===== config.mk =====
export PLATFORM = sky130hd
export DESIGN_NAME = thread_pc_bank
export DESIGN_NICKNAME = d
export VERILOG_FILES = /design/src/design/mt_pkg.sv /design/src/design/thread_pc_bank.sv
export SDC_FILE = /design/constraint.sdc
export NUM_CORES = 1
export LEC_CHECK = 0
export ABC_AREA = 1
export CAP_MARGIN = 25
export CORE_MARGIN = 2
export CORE_UTILIZATION = 60
export DETAILED_ROUTE_END_ITERATION = 6
export DONT_BUFFER_PORTS = 1
export PLACE_DENSITY = 0.84
export SETUP_SLACK_MARGIN = 0.2
export SLEW_MARGIN = 30
export SYNTH_ARGS = -nofsm -noshare
export SYNTH_HDL_FRONTEND = slang
export SYNTH_SLANG_ARGS = --single-unit
export TNS_END_PERCENT = 20

===== constraint.sdc =====
create_clock -name clk -period 3.1 [get_ports clk]
set_input_delay 0.465 -clock clk [delete_from_list [all_inputs] [get_ports clk]]
set_output_delay 0.465 -clock clk [all_outputs]
set_load 0.01 [all_outputs]

===== src/design/mt_pkg.sv =====
// Shared widths, opcodes, ALU operation codes and pipeline stage structs
`default_nettype none

package mt_pkg;

  // ==================================================
  // Sizes
  // ==================================================
  parameter int NUM_THREADS = 4;
  parameter int XLEN        = 32;

  typedef logic [XLEN-1:0] word_t;
  typedef logic [1:0]      tid_t;
  typedef logic [4:0]      reg_addr_t;
  typedef logic [8:0]      imem_addr_t;

  // ==================================================
  // RV32I opcodes handled by the core
  // ==================================================
  localparam logic [6:0] OP_OP  = 7'b0110011;
  localparam logic [6:0] OP_IMM = 7'b0010011;
  localparam logic [6:0] OP_LUI = 7'b0110111;

  // addi x0, x0, 0
  localparam word_t NOP_WORD = 32'h0000_0013;

  typedef enum logic [3:0] {
    ADD, SUB, SLL, SLT, SLTU, XOR, SRL, SRA, OR, AND, PASS_B
  } alu_op_e;

  // ==================================================
  // Stage registers
  // ==================================================
  typedef struct packed {
    logic  valid;
    tid_t  tid;
    word_t instr;
  } if_id_t;

  typedef struct packed {
    logic      valid;
    tid_t      tid;
    reg_addr_t rd;
    logic      wreg;
    alu_op_e   alu_op;
    word_t     rs1_val;
    word_t     op_b;
  } id_ex_t;

  typedef struct packed {
    tid_t      tid;
    reg_addr_t rd;
    word_t     data;
  } wb_t;

  // Instruction load request from the testbench side
  typedef struct packed {
    imem_addr_t addr;
    word_t      data;
  } load_t;

endpackage

`default_nettype wire


===== src/design/thread_pc_bank.sv =====
// Round-robin thread select with one instruction word pointer per thread
`timescale 1ns/1ps
`default_nettype none

module thread_pc_bank #(
  parameter int NUM_THREADS         = 4,
  parameter int THREAD_REGION_WORDS = 64
) (
  input  wire logic               clk,
  input  wire logic               rst,
  input  wire logic               run_i,
  output mt_pkg::tid_t            fetch_tid_o,
  output mt_pkg::imem_addr_t      fetch_pc_o
);

  mt_pkg::tid_t       tid_q;
  mt_pkg::imem_addr_t pc_q [NUM_THREADS];

  assign fetch_tid_o = tid_q;
  assign fetch_pc_o  = pc_q[tid_q];

  always_ff @(posedge clk) begin
    if (rst) begin
      tid_q <= '0;
      // Each thread owns its own slice of instruction memory
      for (int t = 0; t < NUM_THREADS; t++) begin
        pc_q[t] <= mt_pkg::imem_addr_t'(t * THREAD_REGION_WORDS);
      end
    end else if (run_i) begin
      pc_q[tid_q] <= pc_q[tid_q] + 1'b1;
      tid_q       <= (tid_q == mt_pkg::tid_t'(NUM_THREADS - 1)) ? '0 : tid_q + 1'b1;
    end
  end

  a_tid_range: assert property (@(posedge clk) disable iff (rst)
    int'(fetch_tid_o) < NUM_THREADS)
    else $error("fetch_tid_o out of range: %0d", fetch_tid_o);

endmodule

`default_nettype wire


# Yosys cells after proc, flatten, opt, wreduce, memory -nomap -nowiden
# Memories as Yosys holds them, arrays and structs flattened. A register that Yosys moved wholly into a read port is not among the register bits.
# Cells that the tools add are included.
[word_totals]
register_bits = 2
n_memories = 1
mem_bits_rw = 36
word_cells = 17
inputBits = 3
[op_classes]
n_eq_ne = 1
reduce_logical = 1
addsub = 2
mux = 11
[mem_list]
columns = ["name", "depth", "width", "rd", "rd_ports_with_merged_regs", "wr", "line", "text"]
rows = [
  ["pc_q", 4, 9, 1, 1, 4, "thread_pc_bank.sv:17", "mt_pkg::imem_addr_t pc_q [NUM_THREADS];"],
]
[op_table]
columns = ["op", "count"]
rows = [
  ["$add A9 B1 Y9 const B", 1],
  ["$mux W9", 1],
  ["$reduce_or A9 Y1", 1],
  ["$mux W2", 4],
  ["$mux W1", 6],
  ["$add A2 B1 Y2 const B", 1],
  ["$eq A2 B2 Y1 const B", 1],
]

# Logic depth before layout (Yosys ltp)
[logic_depth]
ltp_word = 5
mapped_depth = 14
ltp_nobuf = 12

# Least setup slack after synthesis
# OpenSTA, ideal clock, no wires.
[synth_path]
path_type = "input to register"
from = "in run_i"
to = "mem pc_q[2][0] in the netlist's numbering, enable pin"
path_buffers = 0
cell_stages = 8
slack_ps = 1212
setup_time_ps = 334
t_arrival_ps = 1554
cell_sequence = "inv_1 > nor2_4 > inv_1 > nor2_1 > inv_1 > nor2_1 > clkinv_1 > nand2_1"
[synth_lines]
columns = ["item", "line", "text"]
rows = [
  ["from (decl)", "thread_pc_bank.sv:11", "input wire logic run_i,"],
  ["to (decl)", "thread_pc_bank.sv:17", ""],
]

==> out/metrics.yaml <==
status: "finished clean"
synth_area_um2: 2160
nets: 248
clk-insertion-delay-late_ns: 0.35
synth_common_cells: "nand2_1, edfxtp_1, nor2_1"
synth_top_area_share_pct: 50.0
tritoncts: "done"
post-dp-hpwl_um: 3020
powerDensity_nw_per_um2: 511
start_util_pct: 63.8
worstReg2RegEnd: "pc_q[3][6]$_DFFE_PP_"
gp_congestion: 0.867
ir_drop_mv: 0.373
initialDrtViolationCount: 75
clk_pin_slew_ns: 0.12
max_freq_mhz: 429
core.rowCount: 21
met1_usage_pct: 31.0
clockBufferDepth: 2
grt_overflow: 0
grt_util_all_layers_pct: 23.4
layout-drive-gt1-share_pct: 19.3
relSlewSlack_pct: 64.4
die_area_um2: 4100
port_buffers: 0
drv_slew: 0
grt_use_met3_pct: 3.87
syn_inst: 238
htreeDepth: 2
yosysSeqAreaShare_pct: 53.7
worstPathArrival_ns: 2.45
synth.avg_cell_area_um2: 9.09
grt_max_degree: 19
critPathLaunchType: "register"
whs_endpoint: "pc_q[3][6]$_DFFE_PP_"
final_cell_area_um2: 2260
hold_class: "in2reg"
drv_cap: 0
synth.most_common_cell: "nand2_1"
cts_root_buf: "clkbuf_4"
placed_cell_area_um2: 2190
core_um2: 3390
routed_wl_um: 4190
finalHoldViolCount: 0
cts_sinks: 40
die_h_um: 64.0
endpoint_kind: "register"
crit_type: "reg2reg"
synth_top_area_cell: "edfxtp_1"
yosysWarnings: 0
synth_area_leaders: "edfxtp_1, nand2_1, nor2_1, dfxtp_1, inv_1"
pin_count: 14
rsz0062_at_grt: "no"
routed_via_density: 5.19
critPathMaxFanout: 18
first_pass_iters: 4
ant_nets: 0
hold-path-cell-count: 2
ff2ff_path_depth: 11
worst_slew_pin_slew_ns: 0.533
synth_nets: 243
required_ns: 3.22
setup_viol: 0
synth-main-ff-cell: "edfxtp_1"
ys_types: 26
ff2ff_setup_slack_ns: 0.77
grt_pass1_wl_um: 6950
grt_pass1_vias: 1435
areaGrowthSynthToFinish_pct: 4.28
fin_crit_sh_pct: 75.3
grt_antenna_before_repair: 0
finClkSkew_ns: 0.00915
synth_edf_count: 36
min-delay-start: "rst"
grtUsageMet2_pct: 37.1
num_vias: 1504
cts_buffers: 5
synth.ff_latch_count: 40
diodes: 0
synthArstFlopShare_pct: 0
drc: 0
grt.busiest_layer: "met2"
cts_hold_buf: 0
post_cts_buffers: 0
p_leak_uw: 0.000984
fp.dieW_um: 64.0
setup_tns_ns: 0
wl_per_cell_um: 14.5
cts_resized: 0
final.min_clock_period_ns: 2.33
[through the flow]
step	setup WS (ns)	instances	util [%]	hold WS (ns)	total power, uW
2_1_floorplan	1.21	238	-	0.558	842
3_3_place_gp	0.771	282	64.7	0.614	884
3_5_place_dp	0.763	282	64.7	0.613	889
4_1_cts	0.754	290	66.6	0.315	1160
5_1_grt	0.638	290	66.6	0.323	1210
6_report	0.767	290	66.6	0.325	1150
[routing by layer]
metal	share of wire, %	up-vias
met5	0	-
met4	2.0	0
met3	6.0	8
met2	50	44
met1	42	691
li1	-	761
[state kept, by name, summed over array words and instances (netlist names), named ones only]
name,flops
fetch_tid_o,2
pc_q,36
[power by group]
part	switching, uW	internal (uW)	total [uW]
combinational	168	59.5	228
clock	167	108	275
sequential	20.1	629	649
[worst max path at each step]
stage	start	endpoint	slack, ns	cells after the start
after floorplan	run_i	pc_q[2][0]$_SDFFCE_PN0P_	1.21	8
after global placement	register	pc_q[3][6]$_DFFE_PP_	0.77	11
after CTS	register	pc_q[3][6]$_DFFE_PP_	0.75	11
after global routing	register	pc_q[3][6]$_DFFE_PP_	0.64	11
after detailed placement	run_i	pc_q[2][3]$_SDFFCE_PN0P_	0.76	8
final	register	pc_q[3][6]$_DFFE_PP_	0.77	11
[logic make-up after synthesis]
logic type      share of synthesized area (%)
simple gates                             35.5
flops                                    53.7
fa+ha+maj                                1.16
compound gates                          0.752
xor+xnor                                 1.50
buf+inv                                  7.46
[final cells by class]
type,instances,area (um2)
Sequential cell,40,1160
Fill cell,275,1130
Multi-Input combinational cell,165,841
Inverter,28,113
Tap cell,46,57.6
Clock buffer,6,51.3
Timing Repair Buffer,3,22.5
Clock inverter,2,10.0
[critical path: stages, from the launching register on]
cell,delay (ns)
dfxtp_1,0.67
inv_8,0.14
nand2_1,0.09
nand2_1,0.05
nand2_1,0.08
nand2_2,0.17
ha_1,0.30
nand3_4,0.13
inv_2,0.06
nand2_2,0.08
xor2_2,0.22
nand2_1,0.09
[cells in the final DEF (no fill, tap or decap)]
cell and count:
nor3_2 1, nand4_1 2, buf_4 3, nand3_1 13
inv_2 5, dfxtp_1 4, xor2_2 2, inv_1 20
ha_1 2, clkbuf_8 1, nor2_8 1, o22ai_1 1
nand2_4 2, nor2_2 2, clkinv_2 2, nand2_1 78
inv_8 1, nor2_4 3, o21ai_1 1, nand3_4 1
nand2_2 11, nand3_2 7, clkbuf_4 5, o21ai_0 1
and2_1 1, edfxtp_1 36, clkinv_1 2, nor2_1 36
Power figures use the tool's default switching activity.
