`config.mk`:
```
export PLATFORM = sky130hd
export DESIGN_NAME = alu
export DESIGN_NICKNAME = d
export VERILOG_FILES = /design/src/design/mt_pkg.sv /design/src/design/alu.sv
export SDC_FILE = /design/constraint.sdc
export NUM_CORES = 1
export LEC_CHECK = 0
export ABC_CLOCK_PERIOD_IN_PS = 5200
export BUFFER_PORTS_ARGS = -buffer_cell sky130_fd_sc_hd__buf_2
export CAP_MARGIN = 20
export CELL_PAD_IN_SITES_DETAIL_PLACEMENT = 1
export CELL_PAD_IN_SITES_GLOBAL_PLACEMENT = 1
export CORE_ASPECT_RATIO = 0.8
export CORE_UTILIZATION = 40
export DETAILED_ROUTE_END_ITERATION = 10
export PLACE_DENSITY = 0.75
export SLEW_MARGIN = 20
export SYNTH_ARGS = -nofsm -noshare
export SYNTH_HDL_FRONTEND = slang
export SYNTH_SLANG_ARGS = --single-unit
```
`constraint.sdc`:
```
create_clock -name vclk -period 5.2
set_input_delay 0.52 -clock vclk [all_inputs]
set_output_delay 0.52 -clock vclk [all_outputs]
set_load 0.03 [all_outputs]
```
`src/design/mt_pkg.sv`:
```
// Shared widths, opcodes, ALU operation codes and pipeline stage structs
`default_nettype none

package mt_pkg;

  // ==================================================
  // Sizes
  // ==================================================
  parameter int NUM_THREADS = 4;
  parameter int XLEN        = 32;

  typedef logic [XLEN-1:0] word_t;
  typedef logic [1:0]      tid_t;
  typedef logic [4:0]      reg_addr_t;
  typedef logic [8:0]      imem_addr_t;

  // ==================================================
  // RV32I opcodes handled by the core
  // ==================================================
  localparam logic [6:0] OP_OP  = 7'b0110011;
  localparam logic [6:0] OP_IMM = 7'b0010011;
  localparam logic [6:0] OP_LUI = 7'b0110111;

  // addi x0, x0, 0
  localparam word_t NOP_WORD = 32'h0000_0013;

  typedef enum logic [3:0] {
    ADD, SUB, SLL, SLT, SLTU, XOR, SRL, SRA, OR, AND, PASS_B
  } alu_op_e;

  // ==================================================
  // Stage registers
  // ==================================================
  typedef struct packed {
    logic  valid;
    tid_t  tid;
    word_t instr;
  } if_id_t;

  typedef struct packed {
    logic      valid;
    tid_t      tid;
    reg_addr_t rd;
    logic      wreg;
    alu_op_e   alu_op;
    word_t     rs1_val;
    word_t     op_b;
  } id_ex_t;

  typedef struct packed {
    tid_t      tid;
    reg_addr_t rd;
    word_t     data;
  } wb_t;

  // Instruction load request from the testbench side
  typedef struct packed {
    imem_addr_t addr;
    word_t      data;
  } load_t;

endpackage

`default_nettype wire

```
`src/design/alu.sv`:
```
// RV32I integer ALU
`timescale 1ns/1ps
`default_nettype none

module alu (
  input  wire mt_pkg::alu_op_e op_i,
  input  wire mt_pkg::word_t   a_i,
  input  wire mt_pkg::word_t   b_i,
  output mt_pkg::word_t        y_o
);

  logic [4:0]    shamt;
  logic          lt_signed;
  logic          lt_unsigned;
  mt_pkg::word_t sra_val;

  assign shamt       = b_i[4:0];
  assign lt_signed   = $signed(a_i) < $signed(b_i);
  assign lt_unsigned = a_i < b_i;
  assign sra_val     = $signed(a_i) >>> shamt;

  always_comb begin
    case (op_i)
      mt_pkg::ADD:    y_o = a_i + b_i;
      mt_pkg::SUB:    y_o = a_i - b_i;
      mt_pkg::SLL:    y_o = a_i << shamt;
      mt_pkg::SLT:    y_o = {31'b0, lt_signed};
      mt_pkg::SLTU:   y_o = {31'b0, lt_unsigned};
      mt_pkg::XOR:    y_o = a_i ^ b_i;
      mt_pkg::SRL:    y_o = a_i >> shamt;
      mt_pkg::SRA:    y_o = sra_val;
      mt_pkg::OR:     y_o = a_i | b_i;
      mt_pkg::AND:    y_o = a_i & b_i;
      // LUI carries its upper immediate in b
      mt_pkg::PASS_B: y_o = b_i;
      default:        y_o = '0;
    endcase
  end

endmodule

`default_nettype wire

```
After elaboration in Yosys (flattened, before gate mapping)
Cells that the tools add are included.

Output and inout bits: 32. Input port bits: 68. Bits in registers: 0. Logic and storage cells: 22.

Add/subtract/negate cells: 2. Order comparisons: 2. Equality and inequality tests: 10. Shifts and indexed selects: 3. Bitwise gates (word level): 3. Multiplexer cells: 1. Reduce and logical (&&, ||, !) cells: 1.

Operator list (number): $pmux W32 S11 (1); $lt A32 B32 Y1 (2); $add A32 B32 Y32 (1); $and A32 B32 Y32 (1); $or A32 B32 Y32 (1); $shl A32 B5 Y32 (1); $shr A32 B5 Y32 (1); $sshr A32 B5 Y32 (1); $sub A32 B32 Y32 (1); $xor A32 B32 Y32 (1); $eq A4 B3 Y1 const B (4); $eq A4 B4 Y1 const B (3); $eq A4 B2 Y1 const B (2); $eq A4 B1 Y1 const B (1); $logic_not A4 Y1 (1).

Logic depth before layout (Yosys ltp)
Gate-level depths: netlist of the first run.

Depth in word-level cells: 2. Gate-level depth with buffers: 16. Mapped depth without buffers: 12.

Worst setup path before layout of the first run
No wires, ideal clock.

Path kind: input to output. From: input b_i[2]. To: output y_o[23]. Stages on the path: 15. Slack: 0.453 ns. Data required time: 4.680 ns. Data arrival time: 4.227 ns. Cell sequence: clkbuf_1 > inv_1 > buf_2 > buf_1 > clkbuf_1 > ha_1 > clkbuf_1 > nor4_1 > or4_4 > a31o_4 > a31oi_4 > o21ai_0 > o21ai_0 > a21oi_1 > o21ai_0.

Longest elaborated chain between the ends: 2.

Ends and longest elaborated chain: start: declaration (line alu.sv:8) `input wire mt_pkg::word_t b_i,`; $sub A32 B32 Y32, or another cell as far along (line alu.sv:25) `mt_pkg::SUB: y_o = a_i - b_i;`; $pmux W32 S11 * (line alu.sv:23) `case (op_i)`; end: declaration (line alu.sv:9) `output mt_pkg::word_t y_o`.

Every way passes the cells marked *; elsewhere a longest branch is shown, timed or not.

Final worst setup path of the first run
From: input b_i[0]. To: output y_o[30].

Same word-level chain as after synthesis.

==> impl_metrics.csv, run 1 <==
group,metric,value,unit
outcome,status,"completed",
power_and_ir_drop,power_density,127.7,mW/mm^2
yosys,synthSimpleGateAreaFrac,0.2183,
timing,rsz0062_at_grt,"false",
floorplan,initial_core_util,0.4086,
cts,cts_setup_buffers,0,
yosys,yosysWarnings,0,
timing,fin_crit_sh,0.9131,
cells_and_area,multi_input_area,0.008348,mm^2
route,drtIter0Drc,1496,
yosys,syn_area,0.009193,mm^2
yosys,synth_compound_area_frac,0.3944,
cells_and_area,syn2layout_area_growth,9.174,%
timing,setup_tns,0,ns
power_and_ir_drop,finalPower,1281,uW
grt,grt_max_degree,72,
placed_design,placed_cells,1762,
route,drc,0,
cts,cts_hold_buf,0,
setup_path,crit_arrival,4.23,ns
route,drt_pass1_iterations,6,
power_and_ir_drop,leakagePower,0.004442,uW
grt,globalRouteOverflowTotal,0,
grt,antenna_found_initial,0,
grt,track_usage,0.4457,
yosys,yosys.area_share.adder,0.1405,
timing,tightest_slew,0.9566,ns
setup_path,cp_data_required_time,4.68,ns
cts,cts_resized,0,
yosys,synthMuxAreaShare,0.1459,
placed_design,dp_hpwl,42.76,mm
placed_design,gp_congestion,1.071,
setup_path,path_class,"in2out",
timing,period_needed,4.748,ns
yosys,yosys.area.top_type,"ha_1",
floorplan,die-area,0.02360,mm^2
floorplan,die_w,171.5,um
power_and_ir_drop,ir_drop,115.3,uV
cells_and_area,fin_cells,1762,
floorplan,core,0.02250,mm^2
cells_and_area,drive_above_1_share,0.1435,
floorplan,fp-row-count,49,
route,drt_wl_total,53.75,mm
run,maxCapViolations,0,
timing,holdWs,1.685,ns
cells_and_area,n_antenna_cell,0,
route,drtAntennaViolNets,0,
yosys,synthXorXnorAreaFrac,0.002858,
hold_path,hp-class,"in2out",
yosys,synth_top_family_by_area,"compound AO/OA/AOI/OAI gates",
grt,grt_pass1_vias,11462,
floorplan,die_y,137.6,um
yosys,synth_common_cells,"nor2_1 (181), a21oi_1 (156), nand2_1 (127)",
cells_and_area,register_area,0,um^2
timing,hold_violations,0,
cells_and_area,fillers,3051,
cells_and_area,nClkBuffers,0,
timing,relSlewSlack,0.3622,
yosys,syn-num-nets,1595,
route,vias,12334,
yosys,post-synth-top-count-cell,"nor2_1",
timing,fmax,210.6,MHz
yosys,ys_types,80,
timing,slew_viol_final,0,
cells_and_area,seq_cell_count,0,
placed_design,portBuffers,100,
timing,setup_viol,0,
floorplan,io_pins,100,
yosys,synth_top_area_frac,0.1361,
cells_and_area,layout.nets,1628,
cells_and_area,post-route-util,0.4460,
yosys,avgSynthCellArea,6.451,um^2
yosys,synth.area.top_cells,"ha_1 (14%), a21oi_1 (8.5%), nor2_1 (7.4%)",
route,wire_per_inst,30.50,um
yosys,yosysSeqAreaShare,0,
route,via_per_inst,7.000,
setup_path,crit_path_end_kind,"output port",
grt,grt_pass1_wl,76.91,mm
yosys,postSynthCellCount,1425,
setup_path,start_kind,"primary input",
setup_path,critPathMaxFanout,7,
==> metrics by stage <==
step	instance area, um^2	worst slack [ns]
detailed placement	10040	0.6249
floorplan	9193	0.4533
global route	10040	0.2918
global placement	10040	0.6889
CTS	10040	0.6231
finish	10040	0.4518
==> final timing paths <==
check,startpoint,end,slack (ns),cells past startpoint
max,b_i[0],y_o[30],0.45,14
min,b_i[16],y_o[16],1.68,6
==> layer usage <==
metal	track usage	vias up	routed length, um	share of wire
met5	0	-	0	0
met4	0.1925	0	2903	0.054
met3	0.06895	149	5341	0.099
met2	0.6842	767	22460	0.42
met1	0.6137	6034	23040	0.43
li1	-	5384	-	-
==> placed cells by master (no fill, tap or decap), types with 8 or more instances in the layout <==
cell type,n
nor3_1,36
a21oi_1,156
a221o_1,14
a22oi_1,14
o21ai_0,98
o21bai_1,13
buf_2,99
mux4_2,27
o2111ai_1,11
nor2_1,181
a221oi_1,22
ha_1,100
or3_1,10
a31oi_1,15
buf_4,47
and3_1,8
mux2i_1,62
mux2_2,10
o211ai_1,27
nand2b_1,15
o31ai_1,10
o221ai_1,15
inv_1,107
nand2_1,127
a211oi_1,30
a21o_1,17
o22ai_1,23
nand3_1,29
a211o_1,10
==> cells by family after synthesis <==
family	Yosys count
XOR/XNOR	3
multiplexers	99
AO/OA/AOI/OAI	542
buffers and inverters	228
AND/OR/NAND/NOR	451
adder cells (fa/ha/maj)	102
==> power by group <==
group,internal (uW),leakage [uW],switching (uW)
Combinational,400,0.00444,882
Clock,0,0,0
Sequential,0,0,0
==> layout make-up <==
class | instances | share of cell area
multi-input combinational | 1197 | 0.8318
timing repair buffer | 148 | 0.08852
inverter | 111 | 0.04152
tap | 306 | 0.03815
==> worst max-delay path: stages <==
cell       delay (ns)
buf_2            0.29
ha_1             0.33
inv_1            0.09
fa_1             0.41
nor2b_1          0.18
o2111ai_1        0.22
a311o_1          0.48
a21oi_1          0.37
o221ai_1         0.19
o311ai_0         0.49
a21oi_1          0.17
o21bai_1         0.15
a32o_1           0.13
buf_2            0.19
(Power assumes the default switching activity.)
==> run 2, diff against run 1 <==
--- a/config.mk
+++ b/config.mk
@@ -5,6 +5,7 @@
 export SDC_FILE = /design/constraint.sdc
 export NUM_CORES = 1
 export LEC_CHECK = 0
+export ABC_AREA = 1
 export ABC_CLOCK_PERIOD_IN_PS = 5200
 export BUFFER_PORTS_ARGS = -buffer_cell sky130_fd_sc_hd__buf_2
 export CAP_MARGIN = 20
@@ -13,7 +14,7 @@
 export CORE_ASPECT_RATIO = 0.8
 export CORE_UTILIZATION = 40
 export DETAILED_ROUTE_END_ITERATION = 10
-export PLACE_DENSITY = 0.75
+export PLACE_DENSITY = 0.81
 export SLEW_MARGIN = 20
 export SYNTH_ARGS = -nofsm -noshare
 export SYNTH_HDL_FRONTEND = slang
==> run 2 against run 1 <==
  * Setup slack better by 0.49 ns
  * Flip-flop and latch count did not move
  * Combinational power is 4% lower
  * Critical path type unchanged
  * Highest routed layer unchanged
==> impl_metrics.csv, run 2 <==
group,metric,value,unit
yosys,postSynthCellCount,2203,
cts,cts_resized,0,
power_and_ir_drop,leakagePower,0.006464,uW
setup_path,path_buf_inv,5,
timing,tightest_slew,1.094,ns
yosys,post-synth-top-count-cell,"nand2_1",
cells_and_area,mostFrequentLayoutCells,"nand2_1 (760), nand3_1 (422), inv_1 (320)",
timing,holdWs,1.618,ns
grt,top_usage_layer,"met2",
timing,fin_crit_sh,0.8198,
timing,rsz0062_at_grt,"false",
yosys,avgSynthCellArea,4.728,um^2
run,maxCapViolations,0,
route,vias,15286,
setup_path,crit_arrival,3.74,ns
yosys,yosysWarnings,0,
timing,fmax,234.6,MHz
floorplan,die_w,182.4,um
cells_and_area,multi_input_area,0.008692,mm^2
yosys,synth_common_cells,"nand2_1 (760), nand3_1 (422), inv_1 (322)",
hold_path,hp-class,"in2out",
placed_design,gp_congestion,0.9986,
yosys,syn_area,0.01041,mm^2
setup_path,critPathSlowestCell,"nor2_1",
setup_path,critical-path-max-stage-delay,0.82,ns
cts,cts_hold_buf,0,
cells_and_area,seq_cell_count,0,
floorplan,fp-row-count,52,
cells_and_area,mostFrequentLayoutCell,"nand2_1",
yosys,ys_types,37,
yosys,yosys.area.top_type,"nand2_1",
placed_design,dp_hpwl,47.08,mm
yosys,syn-num-nets,2373,
floorplan,core,0.02544,mm^2
route,drtIter0Drc,1814,
setup_path,crit_path_end_kind,"output port",
cts,cts_setup_buffers,0,
setup_path,path_class,"in2out",
timing,setup_tns,0,ns
cells_and_area,nClkBuffers,0,
timing,period_needed,4.263,ns
timing,relSlewSlack,0.2696,
floorplan,die-area,0.02669,mm^2
timing,slew_viol_final,0,
timing,hold_violations,0,
setup_path,start_kind,"primary input",
cells_and_area,syn2layout_area_growth,5.118,%
grt,track_usage,0.4191,
route,wire_per_inst,22.24,um
route,via_per_inst,5.962,
setup_path,startpoint,"b_i[4]",
hold_path,hold_start,"b_i[4]",
floorplan,die_y,146.3,um
setup_path,critical-path-top-delay-family,"simple AND/OR/NAND/NOR gates",
route,drc,0,
cells_and_area,drive_above_1_share,0.06013,
placed_design,portBuffers,100,
outcome,status,"completed",
power_and_ir_drop,power_density,112.7,mW/mm^2
cells_and_area,fillers,4009,
placed_design,dpl_cell_area,0.01094,mm^2
route,drt_wl_total,57.02,mm
floorplan,io_pins,100,
setup_path,crit_end,"y_o[23]",
setup_path,critPathMaxFanout,13,
grt,globalRouteOverflowTotal,0,
grt,grt_pass1_vias,14395,
grt,antenna_found_initial,1,
cells_and_area,layout.nets,2384,
yosys,synth.area.top_cells,"nand2_1 (27%), nand3_1 (20%), ha_1 (12%)",
setup_path,critical_path_depth,11,
route,drtAntennaViolNets,0,
route,drt_pass1_iterations,6,
yosys,synth_top_area_frac,0.2739,
grt,grt_pass1_wl,85.73,mm
cells_and_area,postLayoutCellArea,0.01095,mm^2
grt,grtUsageMet3,0.05937,
power_and_ir_drop,ir_drop,72.98,uV
floorplan,initial_core_util,0.4094,
grt,grt_max_degree,77,
cells_and_area,register_area,0,um^2
timing,setup_viol,0,
setup_path,crit_chain,"buf_2 -> inv_1 -> buf_4 -> nor2_1 -> nand2_1 -> inv_1 -> nor3_1 -> nand3_1 -> nor2_1 -> nand3_1 -> buf_2",
yosys,yosysSeqAreaShare,0,
setup_path,cp_data_required_time,4.68,ns
grt,grtUsageMet2,0.6176,
grt,grtUsageMet1,0.6129,
==> run 2: changes by cell type after synthesis, moves of 28 or more <==
cell,before,now
clkbuf_1,76,23
inv_1,108,322
mux2i_1,62,0
buf_2,21,57
a21oi_1,156,63
a211oi_1,30,2
nand3_1,29,422
o21ai_0,98,66
nand2_1,127,760
==> run 2: final cells by class <==
type | instances | area share
diodes | 1 | 0.0002286
inverters | 326 | 0.1118
well taps | 351 | 0.04011
repair buffers | 112 | 0.05394
multi-input cells | 1774 | 0.7939
==> run 2: how the worst min path moves through the flow <==
stage	cells past startpoint	slack [ns]	endpoint
6_report	4	1.62	y_o[9]
3_3_place_gp	4	1.59	y_o[9]
5_1_grt	4	1.65	y_o[9]
2_1_floorplan	4	1.38	y_o[0]
3_5_place_dp	4	1.59	y_o[9]
4_1_cts	4	1.59	y_o[9]
==> run 2: layer usage <==
layer | up-vias | share of wire
met2 | 886 | 0.41
met5 | - | 0
met4 | 0 | 0.043
li1 | 7056 | -
met3 | 118 | 0.11
met1 | 7226 | 0.44
==> run 2: per-stage QoR <==
step / total power (uW) / setup slack [ns] / utilization / instances
after floorplan: 784.5 / 2.012 / - / 2203
after global placement: 1154 / 1.109 / 0.4300 / 2563
after detailed placement: 1184 / 1.093 / 0.4300 / 2563
after CTS: 1190 / 1.086 / 0.4300 / 2563
after global routing: 1330 / 0.7987 / 0.4303 / 2563
final: 1234 / 0.9372 / 0.4304 / 2564
==> run 2: cell families after synthesis <==
family	Yosys count	share of synthesized area
simple gates	1468	0.5988
buf+inv	429	0.1664
compound gates	202	0.1092
fa+ha+maj	102	0.1240
xor+xnor	2	0.001682
==> run 2: where the power goes <==
part           switching, uW  internal [uW]
Clock                      0      0.0000731
Sequential                 0              0
Combinational            913            321
